## src/uart_pkg.sv

```systemverilog
// widths assume 8-bit characters and 16x oversampling; the tx and rx counters are sized from them
`default_nettype none

package uart_pkg;

  ////////////////////////////////////////////////////////////
  // widths
  ////////////////////////////////////////////////////////////

  // bits in one character
  parameter int DataWidth = 8;

  // width of the baud increment, the accumulator carries at 2**NcoWidth
  parameter int NcoWidth = 16;

  // baud ticks per serial bit
  parameter int OversampleRate = 16;

  typedef logic [DataWidth-1:0] uart_byte_t;
  typedef logic [NcoWidth-1:0] nco_t;
  typedef logic [$clog2(OversampleRate)-1:0] os_cnt_t;

  ////////////////////////////////////////////////////////////
  // FSM states
  ////////////////////////////////////////////////////////////

  typedef enum logic [2:0] {
    TxIdle,
    TxStart,
    TxData,
    TxParity,
    TxStop
  } tx_state_e;

  typedef enum logic [2:0] {
    RxIdle,
    RxStart,
    RxData,
    RxParity,
    RxStop
  } rx_state_e;

endpackage

`default_nettype wire

```

## src/uart_baud_gen.sv

```systemverilog
// tick rate is nco_i / 2**NcoWidth per clock, at most one tick per cycle; phase holds while disabled
`default_nettype none

module uart_baud_gen (
  input  logic           clk_i,
  input  logic           rst_ni,
  input  logic           enable_i,
  input  uart_pkg::nco_t nco_i,
  output logic           tick_x16_o
);

  // one extra bit on top holds the carry
  logic [uart_pkg::NcoWidth:0] nco_sum_q;

  ////////////////////////////////////////////////////////////
  // phase accumulator
  ////////////////////////////////////////////////////////////

  always_ff @(posedge clk_i or negedge rst_ni) begin
    if (!rst_ni) begin
      nco_sum_q <= '0;
    end else if (enable_i) begin
      nco_sum_q <= {1'b0, nco_sum_q[uart_pkg::NcoWidth-1:0]} + {1'b0, nco_i};
    end else begin
      // keep the phase, drop a pending carry so no stale tick shows on restart
      nco_sum_q[uart_pkg::NcoWidth] <= 1'b0;
    end
  end

  // carry out is the 16x oversample tick
  assign tick_x16_o = nco_sum_q[uart_pkg::NcoWidth];

endmodule

`default_nettype wire

```

## src/uart_fifo.sv

```systemverilog
// no pass-through: a pushed byte shows on the read side one cycle later; clr_i wins over a push
`default_nettype none

module uart_fifo #(
  parameter int Depth = 32
) (
  input  logic                   clk_i,
  input  logic                   rst_ni,
  input  logic                   clr_i,
  input  logic                   wvalid_i,
  output logic                   wready_o,
  input  uart_pkg::uart_byte_t   wdata_i,
  output logic                   rvalid_o,
  input  logic                   rready_i,
  output uart_pkg::uart_byte_t   rdata_o,
  output logic [$clog2(Depth):0] depth_o
);

  localparam int PtrW = (Depth > 1) ? $clog2(Depth) : 1;
  localparam int LvlW = $clog2(Depth) + 1;

  uart_pkg::uart_byte_t mem_q [Depth];
  logic [PtrW-1:0]      wr_ptr_q;
  logic [PtrW-1:0]      rd_ptr_q;
  logic [LvlW-1:0]      count_q;
  logic                 push;
  logic                 pop;

  // pointer step with an explicit wrap, so any depth works
  function automatic logic [PtrW-1:0] ptr_inc(input logic [PtrW-1:0] ptr);
    if (ptr == PtrW'(Depth - 1)) begin
      return '0;
    end
    return ptr + PtrW'(1);
  endfunction

  assign wready_o = (count_q != LvlW'(Depth));
  assign rvalid_o = (count_q != '0);
  assign push     = wvalid_i & wready_o;
  assign pop      = rvalid_o & rready_i;
  assign rdata_o  = mem_q[rd_ptr_q];
  assign depth_o  = count_q;

  always_ff @(posedge clk_i or negedge rst_ni) begin
    if (!rst_ni) begin
      wr_ptr_q <= '0;
      rd_ptr_q <= '0;
      count_q  <= '0;
    end else if (clr_i) begin
      wr_ptr_q <= '0;
      rd_ptr_q <= '0;
      count_q  <= '0;
    end else begin
      if (push) begin
        wr_ptr_q <= ptr_inc(wr_ptr_q);
      end
      if (pop) begin
        rd_ptr_q <= ptr_inc(rd_ptr_q);
      end
      // simultaneous push and pop keeps the level
      if (push && !pop) begin
        count_q <= count_q + LvlW'(1);
      end else if (pop && !push) begin
        count_q <= count_q - LvlW'(1);
      end
    end
  end

  always_ff @(posedge clk_i) begin
    if (push) begin
      mem_q[wr_ptr_q] <= wdata_i;
    end
  end

  // the level never runs past the depth, so no push lands on a full buffer
  level_bound_a: assert property (@(posedge clk_i) disable iff (!rst_ni)
    count_q <= LvlW'(Depth));

  // an empty or full buffer has both pointers on the same slot, so no pop drains an empty one
  ptr_match_a: assert property (@(posedge clk_i) disable iff (!rst_ni)
    (count_q == '0 || count_q == LvlW'(Depth)) |-> wr_ptr_q == rd_ptr_q);

endmodule

`default_nettype wire

```

## src/uart_rx.sv

```systemverilog
// a frame starts on a falling edge seen while idle; parity settings must not change mid-frame
`default_nettype none

module uart_rx (
  input  logic                 clk_i,
  input  logic                 rst_ni,
  input  logic                 rx_en_i,
  input  logic                 tick_x16_i,
  input  logic                 parity_en_i,
  input  logic                 parity_odd_i,
  input  logic                 rx_i,
  output logic                 valid_o,
  output uart_pkg::uart_byte_t data_o,
  output logic                 frame_err_o,
  output logic                 parity_err_o,
  output logic                 idle_o
);

  localparam int BitCntW = $clog2(uart_pkg::DataWidth);
  localparam uart_pkg::os_cnt_t TickLast = uart_pkg::os_cnt_t'(uart_pkg::OversampleRate - 1);
  localparam uart_pkg::os_cnt_t TickHalf = uart_pkg::os_cnt_t'(uart_pkg::OversampleRate / 2 - 1);

  logic [1:0]           sync_q;
  logic                 rx_in;
  logic                 rx_prev_q;
  logic                 start_edge;
  uart_pkg::rx_state_e  state_q;
  uart_pkg::os_cnt_t    tick_cnt_q;
  logic [BitCntW-1:0]   bit_cnt_q;
  uart_pkg::uart_byte_t shift_q;
  logic                 parity_q;
  logic                 par_err_q;
  logic                 valid_q;
  logic                 frame_err_q;
  logic                 parity_err_q;
  logic                 sample_half;
  logic                 sample_full;

  ////////////////////////////////////////////////////////////
  // input synchronizer
  ////////////////////////////////////////////////////////////

  // resets to the idle line level so reset release is not a start edge
  always_ff @(posedge clk_i or negedge rst_ni) begin
    if (!rst_ni) begin
      sync_q    <= 2'b11;
      rx_prev_q <= 1'b1;
    end else begin
      sync_q    <= {sync_q[0], rx_i};
      rx_prev_q <= rx_in;
    end
  end

  assign rx_in      = sync_q[1];
  // a line held low after a frame error does not restart a frame
  assign start_edge = rx_prev_q & ~rx_in;

  assign sample_half = tick_x16_i & (tick_cnt_q == TickHalf);
  assign sample_full = tick_x16_i & (tick_cnt_q == TickLast);

  ////////////////////////////////////////////////////////////
  // frame FSM
  ////////////////////////////////////////////////////////////

  always_ff @(posedge clk_i or negedge rst_ni) begin
    if (!rst_ni) begin
      state_q      <= uart_pkg::RxIdle;
      tick_cnt_q   <= '0;
      bit_cnt_q    <= '0;
      parity_q     <= 1'b0;
      par_err_q    <= 1'b0;
      valid_q      <= 1'b0;
      frame_err_q  <= 1'b0;
      parity_err_q <= 1'b0;
    end else begin
      valid_q      <= 1'b0;
      frame_err_q  <= 1'b0;
      parity_err_q <= 1'b0;
      if (!rx_en_i) begin
        state_q    <= uart_pkg::RxIdle;
        tick_cnt_q <= '0;
      end else begin
        if (state_q != uart_pkg::RxIdle && tick_x16_i) begin
          tick_cnt_q <= tick_cnt_q + 1'b1;
        end
        unique case (state_q)
          uart_pkg::RxIdle: begin
            if (start_edge) begin
              state_q    <= uart_pkg::RxStart;
              tick_cnt_q <= '0;
            end
          end
          uart_pkg::RxStart: begin
            // mid start bit, a high line here was a glitch
            if (sample_half) begin
              tick_cnt_q <= '0;
              if (rx_in) begin
                state_q <= uart_pkg::RxIdle;
              end else begin
                state_q   <= uart_pkg::RxData;
                bit_cnt_q <= '0;
                parity_q  <= parity_odd_i;
                par_err_q <= 1'b0;
              end
            end
          end
          uart_pkg::RxData: begin
            if (sample_full) begin
              parity_q  <= parity_q ^ rx_in;
              bit_cnt_q <= bit_cnt_q + 1'b1;
              if (bit_cnt_q == BitCntW'(uart_pkg::DataWidth - 1)) begin
                state_q <= parity_en_i ? uart_pkg::RxParity : uart_pkg::RxStop;
              end
            end
          end
          uart_pkg::RxParity: begin
            if (sample_full) begin
              par_err_q <= (rx_in != parity_q);
              state_q   <= uart_pkg::RxStop;
            end
          end
          uart_pkg::RxStop: begin
            if (sample_full) begin
              state_q      <= uart_pkg::RxIdle;
              valid_q      <= 1'b1;
              frame_err_q  <= ~rx_in;
              parity_err_q <= par_err_q & parity_en_i;
            end
          end
          default: begin
            state_q <= uart_pkg::RxIdle;
          end
        endcase
      end
    end
  end

  // data bits arrive LSB first
  always_ff @(posedge clk_i) begin
    if (rx_en_i && state_q == uart_pkg::RxData && sample_full) begin
      shift_q <= {rx_in, shift_q[uart_pkg::DataWidth-1:1]};
    end
  end

  assign valid_o      = valid_q;
  assign data_o       = shift_q;
  assign frame_err_o  = frame_err_q;
  assign parity_err_o = parity_err_q;
  assign idle_o       = (state_q == uart_pkg::RxIdle);

  // an error flag only comes with the valid pulse, and that pulse lasts one cycle
  err_with_valid_a: assert property (@(posedge clk_i) disable iff (!rst_ni)
    (frame_err_o || parity_err_o) |-> valid_o ##1 !valid_o);

endmodule

`default_nettype wire

```

## src/uart_top.sv

```systemverilog
// the serial line has no flow control: bytes that reach a full receive FIFO are dropped
`default_nettype none

module uart_top #(
  parameter int FifoDepth = 32
) (
  input  logic                       clk_i,
  input  logic                       rst_ni,
  input  uart_pkg::nco_t             nco_i,
  input  logic                       tx_en_i,
  input  logic                       rx_en_i,
  input  logic                       parity_en_i,
  input  logic                       parity_odd_i,
  input  logic                       tx_fifo_clr_i,
  input  logic                       rx_fifo_clr_i,
  input  uart_pkg::uart_byte_t       wdata_i,
  input  logic                       wvalid_i,
  output logic                       wready_o,
  output uart_pkg::uart_byte_t       rdata_o,
  output logic                       rvalid_o,
  input  logic                       rready_i,
  output logic [$clog2(FifoDepth):0] tx_lvl_o,
  output logic [$clog2(FifoDepth):0] rx_lvl_o,
  output logic                       tx_idle_o,
  output logic                       rx_idle_o,
  input  logic                       rx_i,
  output logic                       tx_o,
  output logic                       rx_frame_err_o,
  output logic                       rx_parity_err_o,
  output logic                       rx_overflow_o
);

  logic                 tick_x16;
  logic                 tx_fifo_rvalid;
  uart_pkg::uart_byte_t tx_fifo_data;
  logic                 tx_pop;
  logic                 tx_ser_idle;
  logic                 rx_valid;
  uart_pkg::uart_byte_t rx_data;
  logic                 rx_push;
  logic                 rx_fifo_wready;

  // baud ticks run while either direction is enabled
  uart_baud_gen u_baud_gen (
    .clk_i,
    .rst_ni,
    .enable_i   (tx_en_i | rx_en_i),
    .nco_i,
    .tick_x16_o (tick_x16)
  );

  ////////////////////////////////////////////////////////////
  // transmit path
  ////////////////////////////////////////////////////////////

  uart_fifo #(
    .Depth (FifoDepth)
  ) u_tx_fifo (
    .clk_i,
    .rst_ni,
    .clr_i    (tx_fifo_clr_i),
    .wvalid_i,
    .wready_o,
    .wdata_i,
    .rvalid_o (tx_fifo_rvalid),
    .rready_i (tx_pop),
    .rdata_o  (tx_fifo_data),
    .depth_o  (tx_lvl_o)
  );

  uart_tx u_tx (
    .clk_i,
    .rst_ni,
    .tx_en_i,
    .tick_x16_i   (tick_x16),
    .parity_en_i,
    .parity_odd_i,
    .fifo_valid_i (tx_fifo_rvalid),
    .fifo_data_i  (tx_fifo_data),
    .fifo_pop_o   (tx_pop),
    .idle_o       (tx_ser_idle),
    .tx_o
  );

  // idle only once nothing is left to send
  assign tx_idle_o = tx_ser_idle & ~tx_fifo_rvalid;

  ////////////////////////////////////////////////////////////
  // receive path
  ////////////////////////////////////////////////////////////

  uart_rx u_rx (
    .clk_i,
    .rst_ni,
    .rx_en_i,
    .tick_x16_i   (tick_x16),
    .parity_en_i,
    .parity_odd_i,
    .rx_i,
    .valid_o      (rx_valid),
    .data_o       (rx_data),
    .frame_err_o  (rx_frame_err_o),
    .parity_err_o (rx_parity_err_o),
    .idle_o       (rx_idle_o)
  );

  // bad frames never reach the FIFO
  assign rx_push       = rx_valid & ~rx_frame_err_o & ~rx_parity_err_o;
  assign rx_overflow_o = rx_push & ~rx_fifo_wready;

  uart_fifo #(
    .Depth (FifoDepth)
  ) u_rx_fifo (
    .clk_i,
    .rst_ni,
    .clr_i    (rx_fifo_clr_i),
    .wvalid_i (rx_push),
    .wready_o (rx_fifo_wready),
    .wdata_i  (rx_data),
    .rvalid_o,
    .rready_i,
    .rdata_o,
    .depth_o  (rx_lvl_o)
  );

  // a lost byte means the receive FIFO really is at its full level
  overflow_full_a: assert property (@(posedge clk_i) disable iff (!rst_ni)
    rx_overflow_o |-> rx_lvl_o == ($clog2(FifoDepth) + 1)'(FifoDepth));

endmodule

`default_nettype wire

```

## src/uart_tx.sv

```systemverilog
// 1 start bit, 8 data bits LSB first, optional parity, 1 stop bit; parity settings must not change mid-frame
`default_nettype none

module uart_tx (
  input  logic                 clk_i,
  input  logic                 rst_ni,
  input  logic                 tx_en_i,
  input  logic                 tick_x16_i,
  input  logic                 parity_en_i,
  input  logic                 parity_odd_i,
  input  logic                 fifo_valid_i,
  input  uart_pkg::uart_byte_t fifo_data_i,
  output logic                 fifo_pop_o,
  output logic                 idle_o,
  output logic                 tx_o
);

  localparam int BitCntW = $clog2(uart_pkg::DataWidth);
  localparam uart_pkg::os_cnt_t TickLast = uart_pkg::os_cnt_t'(uart_pkg::OversampleRate - 1);

  uart_pkg::tx_state_e  state_q;
  uart_pkg::os_cnt_t    tick_cnt_q;
  logic [BitCntW-1:0]   bit_cnt_q;
  uart_pkg::uart_byte_t shift_q;
  logic                 parity_q;
  logic                 tx_q;
  logic                 bit_first;
  logic                 bit_last;

  assign idle_o     = (state_q == uart_pkg::TxIdle);
  assign fifo_pop_o = tx_en_i & fifo_valid_i & idle_o;
  assign tx_o       = tx_q;

  // first and last tick of the bit on the line
  assign bit_first = tick_x16_i & (tick_cnt_q == '0);
  assign bit_last  = tick_x16_i & (tick_cnt_q == TickLast);

  ////////////////////////////////////////////////////////////
  // frame FSM
  ////////////////////////////////////////////////////////////

  always_ff @(posedge clk_i or negedge rst_ni) begin
    if (!rst_ni) begin
      state_q    <= uart_pkg::TxIdle;
      tick_cnt_q <= '0;
      bit_cnt_q  <= '0;
      parity_q   <= 1'b0;
      tx_q       <= 1'b1;
    end else if (!tx_en_i) begin
      // disabling aborts the frame and releases the line
      state_q    <= uart_pkg::TxIdle;
      tick_cnt_q <= '0;
      tx_q       <= 1'b1;
    end else begin
      if (!idle_o && tick_x16_i) begin
        tick_cnt_q <= tick_cnt_q + 1'b1;
      end
      unique case (state_q)
        uart_pkg::TxIdle: begin
          tx_q <= 1'b1;
          if (fifo_pop_o) begin
            state_q    <= uart_pkg::TxStart;
            tick_cnt_q <= '0;
            bit_cnt_q  <= '0;
            // odd parity starts the running XOR at one
            parity_q   <= parity_odd_i;
          end
        end
        uart_pkg::TxStart: begin
          if (bit_first) begin
            tx_q <= 1'b0;
          end
          if (bit_last) begin
            state_q <= uart_pkg::TxData;
          end
        end
        uart_pkg::TxData: begin
          if (bit_first) begin
            tx_q <= shift_q[0];
          end
          if (bit_last) begin
            parity_q  <= parity_q ^ shift_q[0];
            bit_cnt_q <= bit_cnt_q + 1'b1;
            if (bit_cnt_q == BitCntW'(uart_pkg::DataWidth - 1)) begin
              state_q <= parity_en_i ? uart_pkg::TxParity : uart_pkg::TxStop;
            end
          end
        end
        uart_pkg::TxParity: begin
          if (bit_first) begin
            tx_q <= parity_q;
          end
          if (bit_last) begin
            state_q <= uart_pkg::TxStop;
          end
        end
        uart_pkg::TxStop: begin
          if (bit_first) begin
            tx_q <= 1'b1;
          end
          if (bit_last) begin
            state_q <= uart_pkg::TxIdle;
          end
        end
        default: begin
          state_q <= uart_pkg::TxIdle;
        end
      endcase
    end
  end

  // byte latched on the pop, shifted out LSB first
  always_ff @(posedge clk_i) begin
    if (fifo_pop_o) begin
      shift_q <= fifo_data_i;
    end else if (state_q == uart_pkg::TxData && bit_last) begin
      shift_q <= shift_q >> 1;
    end
  end

  // a pop is only taken from idle and leaves the serializer busy on the next cycle
  pop_from_idle_a: assert property (@(posedge clk_i) disable iff (!rst_ni)
    fifo_pop_o |-> (state_q == uart_pkg::TxIdle) ##1 !idle_o);

endmodule

`default_nettype wire

```

## config.mk

```make
export PLATFORM = sky130hd
export DESIGN_NAME = uart_top
export DESIGN_NICKNAME = d
export VERILOG_FILES = /design/src/uart_pkg.sv /design/src/uart_baud_gen.sv /design/src/uart_fifo.sv /design/src/uart_rx.sv /design/src/uart_top.sv /design/src/uart_tx.sv
export SDC_FILE = /design/constraint.sdc
export NUM_CORES = 1
export LEC_CHECK = 0
export ABC_CLOCK_PERIOD_IN_PS = 4400
export BUFFER_PORTS_ARGS = -buffer_cell sky130_fd_sc_hd__buf_4
export CAP_MARGIN = 10
export CORE_UTILIZATION = 35
export CTS_CLUSTER_SIZE = 20
export DETAILED_ROUTE_END_ITERATION = 8
export SYNTH_ARGS = -nofsm -noshare
export SYNTH_HDL_FRONTEND = slang
export SYNTH_SLANG_ARGS = --single-unit
```

## constraint.sdc

```tcl
create_clock -name clk_i -period 4.4 [get_ports clk_i]
set_input_delay 0.44 -clock clk_i [delete_from_list [all_inputs] [get_ports clk_i]]
set_output_delay 0.44 -clock clk_i [all_outputs]
set_load 0.02 [all_outputs]
```

# Yosys cells after proc, flatten, opt, wreduce, memory -nomap -nowiden
# Memory sizes are Yosys's and may differ from the RTL's.
# Cells that the tools add are included.
# totals
ramBits	512
output_inout_bits	28
register_bits	95
word_cells	244
n_memories	2
inputBits	35
# mem_list
name	depth	width	rd	rd_ports_with_merged_regs	write_ports	line_no	rtl
u_rx_fifo.mem_q	32	8	1	0	1	uart_fifo.sv:22	uart_pkg::uart_byte_t mem_q [Depth];
u_tx_fifo.mem_q	32	8	1	0	1	uart_fifo.sv:22	
# classes
n_bitwise	24
n_mux	101
n_eq_ne	43
n_reduce_logical	36
n_addsub	13
# op_table
op	n
5-bit 2-to-1 mux	16
3-bit 2-to-1 mux	20
3-bit by 2-bit != test with 1-bit output (second input constant)	16
1-bit 2-to-1 mux	39
6-bit 2-to-1 mux	6
4-bit 2-to-1 mux	8
3-bit one-hot mux with 5 select lines	2
5-bit by 1-bit adder with 5-bit output (second input constant)	4
5-bit equality test (second input constant)	4
16-bit by 16-bit adder with 17-bit output	1
1-bit bitwise AND	16
8-bit 2-to-1 mux	2
2-bit nonzero test	8
5-bit AND reduction	3
6-bit by 1-bit adder with 6-bit output (second input constant)	2
3-bit by 2-bit equality test with 1-bit output (second input constant)	4
3-bit equality test (second input constant)	4
6-bit != test (second input constant)	2
3-bit one-hot mux with 2 select lines	2
6-bit AND reduction	2
6-bit nonzero test	2
6-bit by 1-bit subtractor with 6-bit output (second input constant)	2
2-bit by 1-bit != test with 1-bit output (second input constant)	5
1-bit logical AND	9
20 further kinds	38

# Longest topological paths before layout
# Gate-level depths: netlist of run 1.
# logic_depth
word_depth	9
depth_mapped	12
mapped_depth_nobuf	11

# Modules after synthesis
# Synthesis of run 1 repeated with hierarchy kept, for this count alone.
# hier_totals
cells_unflattened	1424
area_unflattened_um2	25792.2
# by_module_without_submodules
mod	seq_area_each_um2	instances	cells_each	area_each_um2
uart_fifo at u_rx_fifo	8087.8	1	526	10973.0
uart_fifo at u_tx_fifo	8087.8	1	524	10950.5
uart_baud_gen	425.4	1	170	1497.7
uart_tx	541.8	1	106	1178.6
uart_rx	694.4	1	94	1157.4
uart_top	0.0	1	4	35.0

# Least setup slack after synthesis of run 1
# No wires, ideal clock.
# synth_path
path_kind	reg2reg
startpoint	reg u_rx_fifo.count_q[1], in the netlist u_rx_fifo.depth_o[1]
endpoint	reg u_rx_fifo.count_q[5], in the netlist u_rx_fifo.depth_o[5]
setup_time_ps	132
n_path_buf	0
period_less_slack_ps	2990
stages_incl_launch_ff	11
t_arrival_ps	2858
path_slack_ps	1410
required_time_ps	4268
cell_sequence	dfrtp_1 -> or4_1 -> o31ai_4 -> nand2_1 -> ha_1 -> a211oi_1 -> o21bai_1 -> a21oi_1 -> mux2i_1 -> xnor2_1 -> nor2_1
# synth_via
elab_chain_len	6
word_cells_on_any_way	14
cone_classes	2 x add/sub; 1 x eq/ne; 3 x mux; 2 x bitwise; 6 x reduce/logical
# synth_lines
item	line_no	rtl
from (decl)	uart_fifo.sv:25	logic [LvlW-1:0] count_q;
from (signal assigned)	uart_fifo.sv:62	count_q <= count_q + LvlW'(1);
from (signal assigned)	uart_fifo.sv:64	count_q <= count_q - LvlW'(1);
branches (longest 6 deep; another with 6-bit by 1-bit subtractor with 6-bit output)	-	
# Several ways; the timed one is not identified. The select of a mux whose other input is x is not followed.
# A chain may end at the register's enable or synchronous reset.

# Worst setup path after layout of run 1
# layout_path
startpoint	reg u_rx_fifo.rd_ptr_q[0]
endpoint	out rdata_o[6]
# layout_via
elab_chain_len	1
# layout_lines
item	line_no	rtl
from (decl)	uart_fifo.sv:24	logic [PtrW-1:0] rd_ptr_q;
from (signal assigned)	uart_fifo.sv:58	rd_ptr_q <= ptr_inc(rd_ptr_q);
memory read 32 x 8 bit	-	
to (decl)	uart_top.sv:19	output uart_pkg::uart_byte_t rdata_o,
# Every way passes these cells.

==> summary.txt, run 1 <==
Synth
  • Synth top area cells: edfxtp_1, mux4_2, dfrtp_1
  • Cells after Synth: 1453
  • Synth warnings: 0
  • Synth area leader: edfxtp_1
  • Post-Syn Area per Cell: 17.51 sq um
  • Synth top area share: 62.33%
  • Post-synth EDFFs: 528
  • Cell Area, Synth: 25440 sq um
  • Post-synthesis sequential area ratio: 70.13%
  • Ys flop type: edfxtp_1
  • Synthesized flop and latch total: 607
  • Ys async rst share: 13.01%
  • Post-synthesis cell type count: 70
  • Synthesized Nets: 1536

Floorplanning
  • Chip Height: 271.6 um
  • DIE AREA: 73760 sq um
  • # rows: 98
  • Die span in x: 271.6 um
  • I/O pin total: 63
  • Initial core utilization: 35.46%
  • Core box area: 71730 sq um

Finish
  • Final Util: 40.24%
  • Final #Nets: 1613
  • Ant diodes: 0
  • Area Growth Syn to Fin: 13.47%
  • Final instance area: 28860 sq um
  • Layout cells sized above 1: 22.34%
  • Finished Layout Cells: 2526

Timing
  • Setup violators final: 0
  • Min Clock Period, post-route: 3992 ps
  • Period Utilization, post-route: 90.72%
  • Final Max Tran Viols: 0
  • Final setup margin: 408.1 ps
  • Slew Limit Headroom: 20.88%
  • Slew @ Worst Pin: 1187 ps
  • Hold Vio Cnt, Final: 0
  • Unrepaired setup endpoints after global routing: false
  • Setup tns final: 0 ps
  • Fmax: 0.2505 GHz
  • Skew final: 22.79 ps

Routing
  • DRC: 0
  • Final wirelength: 54.36 mm
  • Antenna Nets Post-Route: 0
  • Routed vias/inst: 5.224
  • Drt wl/cell: 21.52 um
  • Detailed Routing Iterations Pass 1: 5
  • Detailed-route via count: 13195
  • Initial drt markers: 1047

Power and ir drop
  • Int Pwr: 10.83 mW
  • Leak: 9.495 nW
  • Switching pwr: 4.290 mW
  • Flop pwr share: 45.8%
  • Comb pwr share: 22.1%
  • Sw frac: 28.37%
  • Peak supply drop: 342.5 uV
  • Clk pwr share: 32.1%
  • Pwr/cell area: 523.9 nW/um^2

Place
  • Placed Instance Area: 26940 sq um
  • Routability cong.: 0.8264
  • Dpl cells: 2413
  • HPWL after DPL: 34.31 mm
  • Place WS: 1004 ps
  • PortBufs: 62

Worst setup path
  • Worst path required time: 3960 ps
  • Worst-path maximum fanout: 42
  • Critical Path End Type: primary output
  • CP Launch Type: flip-flop
  • Critical path class: flip-flop to primary output
  • Worst endpoint data arrival time: 3550 ps

Clock network
  • Maximum clock path buffer count: 3
  • # H-tree levels: 2
  • Clk slew on worst S/H paths: 60 ps
  • CTS Sinks: 607
  • CTS tree: built
  • # Post-CTS Setup Buffers: 0
  • Clk_lat worst skew: 650 ps
  • CTS buffer count: 61
  • Clock Root Buffer: clkbuf_16

Global route
  • Pin count of the biggest net entering global routing: 50
  • Vias in the first global route: 13781
  • Final global-route overflow total: 0
  • Initial antenna violation count: 0
  • First-pass GRT wire length: 84.13 mm
  • All-Layer GR Usage: 14.84%

Run status
  • Status: complete, no violations

Run
  • Maxcap violations: 0

Hold path
  • Hold Crit Class: primary input to flip-flop
-- final cells by class --
type                       count  area (sq um)
multi-input combinational    744          7167
clock buffer                  75          1579
tap                          950          1189
sequential                   607         17850
timing repair buffer          85         695.7
inverter                      31         116.4
clock inverter                34         267.8
fill                        6466         42870
-- through the flow --
| step | total power, mW | hold slack, ps |
|---|---|---|
| 5_1_grt | 15.84 | 103.2 |
| 3_3_place_gp | 10.33 | 347.5 |
| 3_5_place_dp | 10.42 | 347.5 |
| 6_report | 15.12 | 115.5 |
| 4_1_cts | 15.31 | 81.37 |
| 2_1_floorplan | 9.467 | 144.4 |
-- what timing repair did --
action	4_1_cts	5_1_grt
endpoints found under the hold margin	39	0
hold buffers	2	0
resized for setup	0	0
-- logic make-up after synthesis --
family | share of synthesized area [%]
flops | 70.13
simple gates | 5.495
compound gates | 4.678
mux | 14.66
buf+inv | 1.697
fa+ha+maj | 2.450
xor+xnor | 0.8952
-- final timing paths --
path	from	slack, ps	endpoint	cells past startpoint
setup / recovery	u_rx_fifo.rd_ptr_q[0]	410	rdata_o[6]	5
hold / removal	tx_fifo_clr_i	120	u_tx_fifo.wr_ptr_q[1]	2
setup reg to reg	u_rx_fifo.depth_o[0]	1110	u_rx_fifo.depth_o[5]	10
hold reg to reg	u_rx.sync_q[0]	360	u_rx.sync_q[1]	0
max in group asynchronous	rst_ni	3020	u_rx_fifo.rd_ptr_q[0]	3
min in group asynchronous	rst_ni	340	u_tx_fifo.depth_o[3]	2
-- worst max-delay path, stage by stage, from the launching register on --
cell and delay [ps]:
dfrtp_4 960, buf_4 400, mux4_2 540, mux4_2 510, mux2_2 290, buf_4 160
-- state kept, by name, summed over array words and instances, names as in the netlist, 2 cells and up --
signal / cells
u_rx_fifo.mem_q: 256
u_tx.tick_cnt_q: 4
u_rx_fifo.wr_ptr_q: 5
u_rx_fifo.depth_o: 6
u_tx_fifo.wr_ptr_q: 5
u_tx_fifo.rd_ptr_q: 5
u_rx.tick_cnt_q: 4
u_rx.state_q: 3
u_tx.bit_cnt_q: 3
u_rx.sync_q: 2
u_rx.bit_cnt_q: 3
u_tx_fifo.mem_q: 256
u_rx_fifo.rd_ptr_q: 5
u_tx_fifo.depth_o: 6
u_tx.shift_q: 8
u_baud_gen.nco_sum_q: 17
u_tx.state_q: 3
u_rx.data_o: 8
-- cell usage after synthesis, drive strengths merged, types with 5 or more instances --
cell type	count
a211oi	13
a21o	11
a21oi	60
a22o	5
a31oi	10
and3	9
buf	25
clkbuf	46
dfrtp	75
edfxtp	528
ha	45
inv	31
mux2	14
mux2i	26
mux4	147
nand2	60
nand2b	8
nand3	13
nand3b	7
nand4	7
nor2	136
nor2b	10
nor3	11
o211ai	6
o21ai	43
o22ai	9
or3	6
or3b	5
or4	5
xnor2	16
xor2	10
-- placed cells by master, fill, tap and decap left out, drive strengths merged, types with 6 or more instances in the layout --
cell      n
mux2i    26
nand2b    8
a21oi    60
nand4     7
clkinv   28
ha       45
nor3     11
a31oi    10
xor2     10
and3      9
nand3    13
xnor2    16
mux4    147
or3       6
nand3b    7
o21ai    43
nand2    60
o22ai     9
mux2     14
o211ai    6
dfrtp    75
nor2b    10
a21o     11
buf      83
nor2    136
edfxtp  528
inv      33
a211oi   13
clkbuf   75
-- power groups by stage --
| stage | logic (mW) | registers (mW) | clock network, mW |
|---|---|---|---|
| 2_1_floorplan | 2.69 | 6.78 | 0 |
| 3_3_place_gp | 3.29 | 7.04 | 0 |
| 3_5_place_dp | 3.36 | 7.06 | 0 |
| 4_1_cts | 3.38 | 6.94 | 4.98 |
| 5_1_grt | 3.66 | 6.99 | 5.19 |
| 6_report | 3.34 | 6.93 | 4.85 |
-- layer usage --
metal  share of wire, %  GRT usage, %  wire length (um)  vias up
li1                   -             -                 -     5931
met1                 44         20.35             24110     6867
met2                 49         24.68             26620      320
met3                4.8         2.247              2619       77
met4                1.9         3.814              1009        0
met5                  0             0                 0        -
Power figures use the tool's default switching activity.
==> run 2: changes to the inputs <==
CORE_UTILIZATION = 60   (was 35)
PLACE_DENSITY = 0.77   (was unset)
==> run 2 against run 1 <==
Effect of this change: sequential share of layout area grew 1.3 points; clock skew fell by 3.2 ps; critical path depth unchanged; largest power group unchanged; non-clock buffer count fell by 2; fmax up 2.8%; flip-flop and latch count unchanged; wire length shrank 3.5%.
==> summary.txt, run 2 (synthesis results as in run 1) <==
Run status
  • Status: complete, no violations

Finish
  • Commonest non-fill, non-tap cells in the layout: edfxtp_1, mux4_2, nor2_1
  • Final #Nets: 1608
  • Area Growth Syn to Fin: 11.10%
  • Ant diodes: 0
  • Finished Layout Cells: 2109
  • Top flop regs: u_rx_fifo.mem_q x256, u_tx_fifo.mem_q x256, u_baud_gen.nco_sum_q x17
  • Layout cells sized above 1: 21.97%
  • Commonest non-fill, non-tap cell in the layout: edfxtp_1
  • Final Util: 67.52%
  • # fillers: 2658

Clock network
  • # Post-CTS Setup Buffers: 0
  • Clk slew on worst S/H paths: 60 ps
  • Maximum clock path buffer count: 3
  • # H-tree levels: 2
  • Clock Root Buffer: clkbuf_16
  • CTS Sinks: 607
  • Clk_lat worst skew: 620 ps
  • CTS buffer count: 58
  • CTS tree: built

Worst setup path
  • Worst endpoint data arrival time: 3440 ps
  • Reg2reg start: u_rx_fifo.depth_o[0]
  • Crit-path leading delay family: multiplexers
  • Worst path cell trace: buf_4 > mux4_2 > mux4_2 > mux2_2 > buf_4
  • Critical path class: flip-flop to primary output
  • Crit-path max cell delay: 920 ps
  • Slowest CP cell: dfrtp_4
  • CP Launch Type: flip-flop
  • Worst-path maximum fanout: 39
  • Worst setup path startpoint: u_rx_fifo.rd_ptr_q[0]
  • Critical Path End Type: primary output
  • WP buf/inv: 2
  • Worst path required time: 3960 ps

Timing
  • Setup tns final: 0 ps
  • Final setup margin: 515.8 ps
  • Skew final: 19.58 ps
  • Unrepaired setup endpoints after global routing: false
  • Hold Vio Cnt, Final: 0
  • Slew Limit Headroom: 18.61%
  • Min Clock Period, post-route: 3884 ps
  • Setup violators final: 0
  • Hold WS: 101.0 ps
  • Slew @ Worst Pin: 1216 ps
  • Fmax: 0.2575 GHz
  • Period Utilization, post-route: 88.28%
  • Final Max Tran Viols: 0

Routing
  • Initial drt markers: 1317
  • Detailed Routing Iterations Pass 1: 5
  • Antenna Nets Post-Route: 0
  • Final wirelength: 52.47 mm
  • Detailed-route via count: 13380
  • DRC: 0
  • Drt wl/cell: 24.88 um
  • Routed vias/inst: 6.344

Global route
  • Vias in the first global route: 13722
  • Initial antenna violation count: 0
  • Final global-route overflow total: 0
  • Pin count of the biggest net entering global routing: 52
  • All-Layer GR Usage: 25.08%
  • First-pass GRT wire length: 80.97 mm

Power and ir drop
  • Leak: 9.442 nW
  • Peak supply drop: 452.2 uV
  • Pwr/cell area: 529.7 nW/um^2

Place
  • PortBufs: 62
  • Routability cong.: 0.8123
  • Place WS: 1150 ps
  • Dpl cells: 2002
  • HPWL after DPL: 32.06 mm

Floorplanning
  • DIE AREA: 43220 sq um
  • Core box area: 41850 sq um
  • I/O pin total: 63
  • Initial core utilization: 60.77%
  • # rows: 75
  • Die span in x: 207.9 um
  • Chip Height: 207.9 um

Hold path
  • Hold Crit Class: primary input to flip-flop
  • Hold path startpoint: parity_en_i

Run
  • Maxcap violations: 0
[run 2: cell types whose count changed in the layout (fill, tap and decap cells not counted), moves of 2 or more]
| cell | change |
|---|---|
| clkbuf_1 | -3 |
| bufinv_16 | +2 |
| clkinvlp_4 | +2 |
| clkbuf_16 | -3 |
| clkinv_1 | +4 |
| clkinv_2 | -5 |
| buf_16 | -2 |
[run 2: where the power goes]
part	internal (mW)	switching (mW)	total [mW]
Combinational	1.70	1.56	3.26
Sequential	6.47	0.470	6.95
Clock	2.67	2.10	4.76
[run 2: path summary, 6_finish.rpt]
kind / endpoint / slack, ps / cells after the start
min in group asynchronous: u_rx.state_q[2] / 420 / 2
hold / removal: u_rx.parity_err_o / 100 / 2
setup reg to reg: u_rx_fifo.depth_o[5] / 1130 / 10
max in group asynchronous: u_rx_fifo.rd_ptr_q[0] / 3080 / 3
setup / recovery: rdata_o[3] / 520 / 5
hold reg to reg: u_rx.sync_q[1] / 360 / 0
[run 2: layout make-up]
cell class	count	area, sq um	share of cell area [%]
flip-flops and latches	607	17850	63.16
well taps	539	674.4	2.387
clock inverters	35	294.0	1.041
clock buffers	70	1506	5.331
inverters	31	116.4	0.4118
repair buffers	83	653.1	2.311
multi-input cells	744	7167	25.36
[run 2: stage by stage]
stage	power, mW	area (sq um)
after floorplan	9.467	25440
after global placement	10.22	26440
after detailed placement	10.32	26440
after CTS	15.06	28260
after global routing	15.59	28260
final	14.97	28260
[run 2: metal layers]
metal	share of wire, %	global-route usage (%)	up-vias
met5	0	0	-
met4	2.4	7.995	0
met3	5.8	3.472	73
met2	52	42.54	489
met1	40	34.11	6910
li1	-	-	5908
[run 2: worst reg2reg max path, cell delays in order (launching register included)]
cell and delay [ps]:
dfrtp_1 440, or4_1 600, o31ai_4 440, nand2_1 240
ha_1 350, a211oi_1 340, o21bai_1 130, a21oi_1 180
mux2i_1 240, xnor2_1 140, nor2_1 60
[run 2: timing repair]
action | CTS | global route
endpoints found under the hold margin | 47 | 0
hold buffers | 2 | 0
gates resized for setup | 0 | 0
